File: src/tlu_config.svh
// ####################
// sizing of the TLU controller
// the divisor must match the ratio of system clock to TLU clock
// word and payload widths fix the FIFO word layout
// ####################
`ifndef TLU_CONFIG_SVH
`define TLU_CONFIG_SVH

// system clock cycles per TLU clock period
`define TLU_CLOCK_DIVISOR 12

// TLU clock periods sent when clock_cycles is zero
`define TLU_MAX_PERIODS 32

// fixed sync part of the wait before the latch
`define TLU_SYNC_CYCLES 3

// read-out FIFO word
`define TLU_WORD_WIDTH 32

// trigger number and timestamp
`define TLU_PAYLOAD_WIDTH 31

`endif

File: src/tlu_pkg.sv
// ####################
// shared types of the TLU controller
// widths come from the config header
// ####################
`include "tlu_config.svh"

package tlu_pkg;

    // marker field fills the word above the payload
    localparam int MARKER_BITS = `TLU_WORD_WIDTH - `TLU_PAYLOAD_WIDTH;

    typedef enum logic [1:0] {
        mode_no_handshake      = 2'd0,
        mode_simple            = 2'd1,
        mode_trigger_handshake = 2'd2,
        mode_data_handshake    = 2'd3
    } tlu_mode_e;

    typedef logic [`TLU_PAYLOAD_WIDTH-1:0] payload_t;

    typedef struct packed {
        tlu_mode_e  mode;
        // zero disables the timeout
        logic [7:0] low_timeout;
        // zero means max periods
        logic [4:0] clock_cycles;
        logic [3:0] data_delay;
        logic       msb_first;
        logic       disable_veto;
        logic       write_timestamp;
    } tlu_cfg_t;

    // levels towards the TLU
    typedef struct packed {
        logic busy;
        logic clock_enable;
        logic assert_veto;
    } tlu_link_t;

    typedef struct packed {
        logic low_timeout;
        logic accept;
    } tlu_error_t;

    // strobes and qualifiers from the FSM to the event buffer
    typedef struct packed {
        logic capture;
        logic word_expected;
        logic latch;
        logic use_trigger_number;
    } buf_ctrl_t;

    typedef union packed {
        struct packed {
            logic [MARKER_BITS-1:0] marker;
            payload_t               trigger_number;
        } trg;
        struct packed {
            logic [MARKER_BITS-1:0] marker;
            payload_t               timestamp;
        } ts;
    } fifo_word_u;

    // number of TLU clock periods for a clock_cycles setting
    function automatic logic [5:0] num_periods(input logic [4:0] clock_cycles);
        if (clock_cycles == '0)
            return 6'(`TLU_MAX_PERIODS);
        else
            return {1'b0, clock_cycles};
    endfunction

endpackage

File: src/tlu_trigger_fsm.sv
// ####################
// handshake FSM towards the TLU and the command block
// cfg must stay static while busy is high
// one trigger at a time, a new one is accepted only in idle
// ####################
`timescale 1ns/1ps
`include "tlu_config.svh"

module tlu_trigger_fsm (
    input  logic                CLK,
    input  logic                RESET,
    input  tlu_pkg::tlu_cfg_t   cfg,
    input  logic                cmd_ready,
    input  logic                cmd_ext_start_enable,
    input  logic                tlu_trigger,
    input  logic                tlu_trigger_flag,
    input  logic                ext_veto,
    input  logic                fifo_near_full,
    input  logic                fifo_empty,
    output logic                cmd_ext_start_flag,
    output tlu_pkg::tlu_link_t  tlu_link,
    output tlu_pkg::tlu_error_t errors,
    output tlu_pkg::buf_ctrl_t  buf_ctrl
);
    import tlu_pkg::*;

    localparam int CLK_CNT_W  = $clog2(`TLU_MAX_PERIODS * `TLU_CLOCK_DIVISOR + 1);
    // data_delay is 4 bits wide
    localparam int WAIT_CNT_W = $clog2(2**4 + `TLU_SYNC_CYCLES);

    typedef enum logic [2:0] {
        st_idle,
        st_start,
        st_clock,
        st_wait,
        st_latch,
        st_done
    } state_e;

    state_e                state;
    state_e                next_state;
    logic [7:0]            low_cnt;
    logic [CLK_CNT_W-1:0]  clock_cnt;
    logic [CLK_CNT_W-1:0]  clock_target;
    logic [WAIT_CNT_W-1:0] wait_cnt;
    logic [WAIT_CNT_W-1:0] wait_target;
    logic                  cmd_was_busy;
    logic                  handshake_mode;
    logic                  accept;
    logic                  start_done;
    logic                  near_full_veto;
    logic                  timeout_hit;

    assign handshake_mode = (cfg.mode == mode_trigger_handshake)
                            || (cfg.mode == mode_data_handshake);

    // trigger level only counts in the handshake modes
    assign accept = cmd_ready && cmd_ext_start_enable && !ext_veto
                    && (tlu_trigger_flag || (tlu_trigger && handshake_mode));

    assign start_done = !handshake_mode || !tlu_trigger || errors.low_timeout;
    assign near_full_veto = fifo_near_full && !cfg.disable_veto;
    assign timeout_hit = (state == st_start) && (cfg.low_timeout != '0)
                         && (low_cnt >= cfg.low_timeout);

    assign clock_target = CLK_CNT_W'(num_periods(cfg.clock_cycles))
                          * CLK_CNT_W'(`TLU_CLOCK_DIVISOR);
    assign wait_target = WAIT_CNT_W'(cfg.data_delay) + WAIT_CNT_W'(`TLU_SYNC_CYCLES);

    always_comb
    begin
        next_state = state;
        case (state)
            st_idle:
                if (accept)
                    next_state = st_start;
            st_start:
                if (start_done)
                begin
                    if (cfg.mode == mode_data_handshake)
                        next_state = st_clock;
                    else if (cfg.write_timestamp)
                        next_state = st_latch;
                    else
                        next_state = st_done;
                end
            st_clock:
                if (clock_cnt == clock_target)
                    next_state = st_wait;
            st_wait:
                if (wait_cnt == wait_target)
                    next_state = st_latch;
            st_latch:
                next_state = st_done;
            st_done:
                // word taken and command block has run once
                if (fifo_empty && cmd_ready && cmd_was_busy)
                    next_state = st_idle;
            default:
                next_state = st_idle;
        endcase
    end

    // outputs follow the state being entered
    always_ff @(posedge CLK)
    begin
        if (RESET)
        begin
            state <= st_idle;
            cmd_ext_start_flag <= 1'b0;
            tlu_link <= '0;
            errors <= '0;
            buf_ctrl <= '0;
            low_cnt <= '0;
            clock_cnt <= '0;
            wait_cnt <= '0;
            cmd_was_busy <= 1'b0;
        end
        else
        begin
            state <= next_state;
            cmd_ext_start_flag <= (state == st_idle) && (next_state == st_start);

            tlu_link.busy <= (next_state != st_idle);
            tlu_link.clock_enable <= (next_state == st_clock);
            case (next_state)
                st_idle:
                    tlu_link.assert_veto <= !cmd_ext_start_enable || near_full_veto;
                st_latch, st_done:
                    tlu_link.assert_veto <= near_full_veto;
                default:
                    tlu_link.assert_veto <= 1'b0;
            endcase

            // saturating, so a stuck trigger line cannot wrap it
            if (next_state != st_start)
                low_cnt <= '0;
            else if (low_cnt != '1)
                low_cnt <= low_cnt + 8'd1;

            clock_cnt <= (next_state == st_clock) ? clock_cnt + 1'b1 : '0;
            wait_cnt <= (next_state == st_wait) ? wait_cnt + 1'b1 : '0;

            if (next_state == st_idle)
            begin
                errors.low_timeout <= 1'b0;
                errors.accept <= tlu_trigger && cmd_ext_start_enable;
            end
            else if (timeout_hit)
                errors.low_timeout <= 1'b1;

            if (next_state == st_idle)
                cmd_was_busy <= 1'b0;
            else if (!cmd_ready)
                cmd_was_busy <= 1'b1;

            buf_ctrl.capture <= (state == st_idle) && (next_state == st_start);
            if (next_state == st_idle)
                buf_ctrl.word_expected <= 1'b0;
            else if (state == st_idle)
                buf_ctrl.word_expected <= (cfg.mode == mode_data_handshake)
                                          || cfg.write_timestamp;
            buf_ctrl.latch <= (next_state == st_latch);
            // wait is only reached through the clock state
            buf_ctrl.use_trigger_number <= (state == st_wait) && (next_state == st_latch);
        end
    end

    // the TLU clock only runs inside a data handshake
    a_clock_needs_busy: assert property (
        @(posedge CLK) disable iff (RESET)
        tlu_link.clock_enable |-> tlu_link.busy && (cfg.mode == mode_data_handshake)
    );

    // no second start, and cfg holds once a trigger is in flight
    a_start_flag_single: assert property (
        @(posedge CLK) disable iff (RESET)
        cmd_ext_start_flag |=> !cmd_ext_start_flag && $stable(cfg)
    );

endmodule

File: src/tlu_serial_receiver.sv
// ####################
// oversampled serial input for the TLU trigger number
// holds max periods times divisor samples, no reset
// number is valid only at the latch strobe
// ####################
`timescale 1ns/1ps
`include "tlu_config.svh"

module tlu_serial_receiver (
    input  logic              CLK,
    input  logic              tlu_trigger,
    input  logic [4:0]        clock_cycles,
    input  logic              msb_first,
    output tlu_pkg::payload_t trigger_number
);
    import tlu_pkg::*;

    localparam int DIVISOR  = `TLU_CLOCK_DIVISOR;
    localparam int SR_DEPTH = `TLU_MAX_PERIODS * `TLU_CLOCK_DIVISOR;

    logic [SR_DEPTH-1:0] sample_sr;
    logic [5:0]          n_periods;

    assign n_periods = num_periods(clock_cycles);

    always_ff @(posedge CLK)
    begin
        sample_sr <= {sample_sr[SR_DEPTH-2:0], tlu_trigger};
    end

    // at the latch the last cycle of period j sits at depth (N-1-j)*divisor
    // period 0 is the TLU latch period and carries no data
    always_comb
    begin
        int period;
        period = 0;
        trigger_number = '0;
        for (int b = 0; b < `TLU_PAYLOAD_WIDTH; b++)
        begin
            if (b < int'(n_periods) - 1)
            begin
                if (msb_first)
                    period = int'(n_periods) - 1 - b;
                else
                    period = b + 1;
                trigger_number[b] = sample_sr[(int'(n_periods) - 1 - period) * DIVISOR];
            end
        end
    end

endmodule

File: src/tlu_event_buffer.sv
// ####################
// timestamp counter and single-word output to the read-out FIFO
// holds one word only, the FSM waits in done until it is read
// ####################
`timescale 1ns/1ps

module tlu_event_buffer (
    input  logic                CLK,
    input  logic                RESET,
    input  tlu_pkg::buf_ctrl_t  buf_ctrl,
    input  tlu_pkg::payload_t   trigger_number,
    input  logic                fifo_read,
    output logic                fifo_empty,
    output logic                fifo_preempt_req,
    output logic                tlu_data_ready_flag,
    output tlu_pkg::fifo_word_u fifo_data,
    output tlu_pkg::payload_t   tlu_data
);
    import tlu_pkg::*;

    payload_t timestamp;
    payload_t timestamp_capt;

    // cycles since reset
    always_ff @(posedge CLK)
    begin
        if (RESET)
            timestamp <= '0;
        else
            timestamp <= timestamp + 1'b1;
    end

    always_ff @(posedge CLK)
    begin
        if (buf_ctrl.capture)
            timestamp_capt <= timestamp;

        if (buf_ctrl.latch)
        begin
            if (buf_ctrl.use_trigger_number)
            begin
                fifo_data.trg.marker <= '1;
                fifo_data.trg.trigger_number <= trigger_number;
                tlu_data <= trigger_number;
            end
            else
            begin
                fifo_data.ts.marker <= '1;
                fifo_data.ts.timestamp <= timestamp_capt;
            end
        end
    end

    always_ff @(posedge CLK)
    begin
        if (RESET)
        begin
            fifo_empty <= 1'b1;
            fifo_preempt_req <= 1'b0;
            tlu_data_ready_flag <= 1'b0;
        end
        else
        begin
            tlu_data_ready_flag <= buf_ctrl.latch;

            if (buf_ctrl.latch)
                fifo_empty <= 1'b0;
            else if (fifo_read)
                fifo_empty <= 1'b1;

            // ask the FIFO arbiter early, a word is on its way
            if (fifo_read)
                fifo_preempt_req <= 1'b0;
            else if (buf_ctrl.capture && buf_ctrl.word_expected)
                fifo_preempt_req <= 1'b1;
        end
    end

    a_no_overwrite: assert property (
        @(posedge CLK) disable iff (RESET)
        buf_ctrl.latch |-> fifo_empty
    );

endmodule

File: src/tlu_controller.sv
// ####################
// TLU trigger controller top
// cfg is sampled every cycle and must be static while busy
// ####################
`timescale 1ns/1ps

module tlu_controller (
    input  logic                CLK,
    input  logic                RESET,
    input  tlu_pkg::tlu_cfg_t   cfg,
    input  logic                cmd_ready,
    input  logic                cmd_ext_start_enable,
    input  logic                tlu_trigger,
    input  logic                tlu_trigger_flag,
    input  logic                ext_veto,
    input  logic                fifo_near_full,
    input  logic                fifo_read,
    output logic                cmd_ext_start_flag,
    output tlu_pkg::tlu_link_t  tlu_link,
    output tlu_pkg::tlu_error_t errors,
    output logic                fifo_empty,
    output logic                fifo_preempt_req,
    output logic                tlu_data_ready_flag,
    output tlu_pkg::fifo_word_u fifo_data,
    output tlu_pkg::payload_t   tlu_data
);
    import tlu_pkg::*;

    buf_ctrl_t buf_ctrl;
    payload_t  trigger_number;

    tlu_trigger_fsm u_fsm (
        .CLK                  (CLK),
        .RESET                (RESET),
        .cfg                  (cfg),
        .cmd_ready            (cmd_ready),
        .cmd_ext_start_enable (cmd_ext_start_enable),
        .tlu_trigger          (tlu_trigger),
        .tlu_trigger_flag     (tlu_trigger_flag),
        .ext_veto             (ext_veto),
        .fifo_near_full       (fifo_near_full),
        .fifo_empty           (fifo_empty),
        .cmd_ext_start_flag   (cmd_ext_start_flag),
        .tlu_link             (tlu_link),
        .errors               (errors),
        .buf_ctrl             (buf_ctrl)
    );

    // serial line doubles as the trigger level
    tlu_serial_receiver u_rx (
        .CLK            (CLK),
        .tlu_trigger    (tlu_trigger),
        .clock_cycles   (cfg.clock_cycles),
        .msb_first      (cfg.msb_first),
        .trigger_number (trigger_number)
    );

    tlu_event_buffer u_buf (
        .CLK                 (CLK),
        .RESET               (RESET),
        .buf_ctrl            (buf_ctrl),
        .trigger_number      (trigger_number),
        .fifo_read           (fifo_read),
        .fifo_empty          (fifo_empty),
        .fifo_preempt_req    (fifo_preempt_req),
        .tlu_data_ready_flag (tlu_data_ready_flag),
        .fifo_data           (fifo_data),
        .tlu_data            (tlu_data)
    );

endmodule

File: config.mk
export PLATFORM = sky130hd
export DESIGN_NAME = tlu_controller
export DESIGN_NICKNAME = d
export VERILOG_FILES = /design/src/tlu_pkg.sv /design/src/tlu_trigger_fsm.sv /design/src/tlu_serial_receiver.sv /design/src/tlu_event_buffer.sv /design/src/tlu_controller.sv
export VERILOG_INCLUDE_DIRS = /design/src /design/src/src
export SDC_FILE = /design/constraint.sdc
export NUM_CORES = 1
export LEC_CHECK = 0
export BUFFER_PORTS_ARGS = -buffer_cell sky130_fd_sc_hd__buf_2
export CAP_MARGIN = 20
export CORE_ASPECT_RATIO = 0.5
export CORE_MARGIN = 3
export CORE_UTILIZATION = 30
export CTS_CLUSTER_DIAMETER = 80
export DETAILED_ROUTE_END_ITERATION = 8
export PLACE_DENSITY_LB_ADDON = 0.3
export SYNTH_ARGS = -nofsm -noshare
export SYNTH_HDL_FRONTEND = slang
export SYNTH_SLANG_ARGS = --single-unit
File: constraint.sdc
create_clock -name CLK -period 9.3 [get_ports CLK]
set_clock_uncertainty 0.05 [all_clocks]
set_input_delay 1.395 -clock CLK [delete_from_list [all_inputs] [get_ports CLK]]
set_output_delay 1.395 -clock CLK [all_outputs]
set_load 0.05 [all_outputs]
==> impl.org <==
** Status
- Status :: complete, no violations

** Clock tree
- Number of buffers inserted during clock tree synthesis :: 51
- Count of clock tree sinks :: 543
- Post_cts resized :: 0
- The clock passes through at most 3 buffers.
- CTS built an H-tree with a depth of 2.
- The cell sitting at the root of the clock tree is a clkbuf_16.
- TritonCTS clock tree :: yes
- Clock transition at path regs :: 0.07 ns
- Clock latency on the worst-skew pair :: 0.63 ns
- Buffer count from post-CTS setup fixing :: 0
- In this run, post-CTS hold repair placed 0 buffers.

** Synthesis
- The most common cell in the synthesized netlist is dfxtp_1.
- Average footprint of a synthesized cell :: 10.8 sq um
- The synthesized netlist occupies a cell area of 0.0311 sq mm.
- Post-synth top area cell :: dfxtp_1
- Counting distinct cell types in the post-synthesis netlist gives 90.
- Number of flops mapped to enable cells by yosys :: 93
- Post-Syn Instances :: 2882
- Commonest cells in the synthesized netlist :: dfxtp_1 (450), ha_1 (221), mux2i_1 (212)
- Flop and latch count out of synthesis :: 543
- Count of yosys warnings during synthesis :: 0
- Post-synth top flop :: dfxtp_1
- The number of nets in the synthesized netlist is 3151.
- Summed over its instances, the top area cell type makes up 29.0% of the synthesized netlist area.
- Of all flip-flops after synthesis, the portion carrying an async set or reset was 0%.
- The share of the Yosys chip area taken by registers is 37.9%.
- Most area-consuming cells after synthesis :: dfxtp_1 (29%), mux4_2 (12%), edfxtp_1 (9.0%)

** Floorplan
- Die footprint :: 0.108 sq mm
- The die is 234 microns tall.
- The total area inside the core boundary comes to 0.101 sq mm.
- From left edge to right edge, the die measures 461 microns.
- Placement row count :: 82
- Effective utilization at floorplan :: 30.7%
- Boundary pin count :: 103

** Setup path
- Peak per-stage delay on the critical path :: 0.83 ns
- The cell family contributing the most delay on the critical path is buffers and inverters.
- Of all nets on the critical path, the largest fanout is 26.
- Buffering stage count on the worst path with inverters included :: 6
- Cell with the biggest individual delay on the critical path :: fa_1
- Worst Path Arrival :: 8.03 ns
- Most frequent CP cell :: inv_1
- Critical path, cell by cell :: buf_2, inv_1, ha_1, nor2b_1, xnor2_2, inv_1, buf_4, nor2_1, o21ai_0, inv_1, ha_1, inv_1, fa_1, mux4_2, mux4_2, mux2i_1, mux2i_1, a211oi_1, mux2_2
- The setup path with the least slack is of type in2reg.
- STA classifies the critical path startpoint as a primary input.
- STA puts the critical path data required time at 9.77 ns.
- The worst setup path is captured at a flip-flop.

** Run
- Number of maximum-capacitance violations :: 0

** GRT
- Global-route usage over all layers :: 18.9%
- Vias in the first global route :: 22297
- Entering global routing, the biggest net connects 65 pins.
- The total overflow left after global routing is 0.
- Antenna violations before repair :: 2
- Wire length of the first global-routing pass :: 153000 microns

** Timing
- In this run the tightest slew margin relative to its limit is 21.5%.
- In the finished design, the share of the clock period the worst path needs comes to 81.3%.
- Setup violations remaining at the end of the flow were counted as 0.
- In the post-route analysis, the smallest setup slack over all paths is 1.74 ns.
- In the final timing run, aggregate negative setup slack is 0 ns.
- Setup repair after global routing left no endpoint under its margin.
- Upper clock frequency limit :: 132 MHz
- Worst Hold Margin :: 0.250 ns
- Subtracting the final worst setup slack from the clock period gives 7.56 ns.
- For the pin with the worst max-slew slack, the measured transition is 1.14 ns.
- Number of slew-limit violations in the final report :: 0
- Fin. Hold Viols :: 0

** Drt
- Detailed Routing Iterations Pass 1 :: 6
- The detail route stage leaves a number of antenna-violating nets equal to 0.
- Iteration-0 DRC Markers :: 2540
- DRC violation count after routing :: 0
- Wires add up to 105000 microns.
- Dividing the detail-routed via count by the number of cells gives 5.44.
- Wire length per cell :: 24.2 microns
- The routed layout has 23544 vias.

** Power and ir drop
- Internal Dissipation :: 5.16 mW
- Dividing total power by cell area gives a power density of 236 mW/mm^2.
- Of the total power, combinational logic draws 44.1%.
- Switching share of total power :: 37.3%
- Net switching power :: 3.07 mW
- The clock network is responsible for 26.2% of the overall power.
- Leak pwr :: 13.9 nW
- Of the total power, registers draw 29.7%.
- The worst-case IR drop observed on VDD is 0.000143 V.

** Finish
- Multi-input gate area :: 0.0182 sq mm
- Compared with the post-synthesis result, the final layout area differs by 12.1%.
- The sequential cells in the finished layout cover a total of 0.0118 sq mm.
- In the final layout, the share of cells above drive strength 1 is 15.8%.
- Fill cells in the final layout number 10176.
- Leaving out filler cells and counting taps, the final layout contains 4326.
- In the final design database the tool counted 3208 nets.

** Min path
- HP Class :: reg2reg

** Placed design
- Count of port buffers added during placement :: 101
- Half-perimeter wire length after detailed placement :: 80400 microns
- Gpl congestion :: 0.987
- Count of placed standard cells including taps :: 4228
- OpenSTA, run right after detailed placement, puts the worst setup slack at 1.25 ns.
==> per-stage QoR <==
| stage | power [mW] | util [%] | cell area (sq um) |
|---|---|---|---|
| detailed placement | 6.05 | 32.6 | 33100 |
| global placement | 6.02 | 32.6 | 33100 |
| CTS | 8.24 | 34.4 | 34900 |
| finish | 8.24 | 34.4 | 34900 |
| global route | 8.67 | 34.4 | 34900 |
| floorplan | 5.13 | - | 31100 |
==> registers in the layout, summed over array words and instances (netlist names) <==
| signal | cells |
|---|---|
| u_buf.tlu_data | 31 |
| u_fsm.tlu_link | 3 |
| u_fsm.errors | 2 |
| u_buf.timestamp | 31 |
| u_fsm.state | 3 |
| u_fsm.cmd_was_busy | 1 |
| u_buf.timestamp_capt | 31 |
| u_fsm.clock_cnt | 9 |
| u_buf.fifo_data | 31 |
| u_fsm.low_cnt | 8 |
| u_buf.fifo_empty | 1 |
| u_rx.sample_sr | 381 |
| u_buf.tlu_data_ready_flag | 1 |
| u_fsm.buf_ctrl | 3 |
| u_buf.fifo_preempt_req | 1 |
| u_fsm.wait_cnt | 5 |
| u_fsm.cmd_ext_start_flag | 1 |
==> worst register-to-register path: cells and delay by family, from the launching register on <==
kind | cells | cell delay (ns)
muxes | 6 | 2.03
AOI/OAI and AO/OA | 1 | 0.82
DFF | 1 | 0.49
==> worst paths after layout <==
path | slack, ns | endpoint | start | cells past startpoint
worst max register to register | 5.80 | u_buf.fifo_data[10] | u_rx.sample_sr[228] | 7
worst max-delay path | 1.74 | u_buf.fifo_data[0] | cfg[9] | 19
worst min register to register | 0.25 | u_rx.sample_sr[371] | u_rx.sample_sr[370] | 0
worst min-delay path | 0.25 | u_rx.sample_sr[371] | u_rx.sample_sr[370] | 0
==> final cells by class <==
| type | instances | area share (%) |
|---|---|---|
| inverters | 113 | 1.22 |
| well taps | 1344 | 4.82 |
| multi-input cells | 2067 | 52.3 |
| clock buffers | 68 | 4.13 |
| flip-flops and latches | 543 | 33.8 |
| diodes | 1 | 0.00717 |
| repair buffers | 163 | 2.79 |
| clock inverters | 27 | 0.929 |
==> cell usage in the layout, fill, tap and decap left out, types with 20 or more instances in the layout <==
cell | netlist | final
mux2_2 | 26 | 26
a211oi_1 | 27 | 27
nand3_1 | 65 | 65
inv_1 | 106 | 106
ha_1 | 221 | 221
o21ai_0 | 91 | 90
nand2b_1 | 23 | 22
nand4_1 | 20 | 20
mux2i_1 | 212 | 212
xnor2_1 | 172 | 170
buf_4 | 12 | 60
a31oi_1 | 34 | 34
a21oi_1 | 188 | 188
nor2b_1 | 25 | 25
nor3_1 | 45 | 44
a21o_1 | 60 | 60
dfxtp_1 | 450 | 448
clkbuf_16 | 0 | 52
mux4_2 | 160 | 160
xor2_1 | 86 | 85
nand2_1 | 142 | 142
edfxtp_1 | 93 | 93
nor2_1 | 181 | 181
buf_2 | 30 | 101
or3_1 | 21 | 21
==> per-layer routing <==
layer | global-route usage, % | share of wire (%) | routed length (microns) | vias to the layer above
met5 | 0 | 0 | 0 | -
met2 | 28.3 | 42 | 44300 | 963
met4 | 5.11 | 2.7 | 2790 | 0
met1 | 27.5 | 46 | 48400 | 11680
met3 | 4.11 | 8.7 | 9120 | 168
li1 | - | - | - | 10733
==> cell families (layout without fill, tap and decap cells) <==
kind of cell | Yosys count | count (layout) | synth area share, %
adders and majority gates | 238 | 238 | 9.98
AOI/OAI and AO/OA | 564 | 564 | 11.7
xor gates and xnor gates | 273 | 273 | 8.35
muxes | 399 | 399 | 19.4
buffers and inverters | 272 | 371 | 3.57
other | 1 | 2 | 0.0121
DFF | 543 | 543 | 37.9
and+or+nand+nor | 592 | 592 | 9.03
==> power by group through the flow <==
stage	Clock, mW	Sequential [mW]	Combinational, mW
2_1_floorplan	0	2.51	2.62
3_3_place_gp	0	2.50	3.53
3_5_place_dp	0	2.50	3.55
4_1_cts	2.21	2.45	3.58
5_1_grt	2.30	2.45	3.92
6_report	2.16	2.45	3.64
No activity file was read; power rests on OpenSTA's default activity.
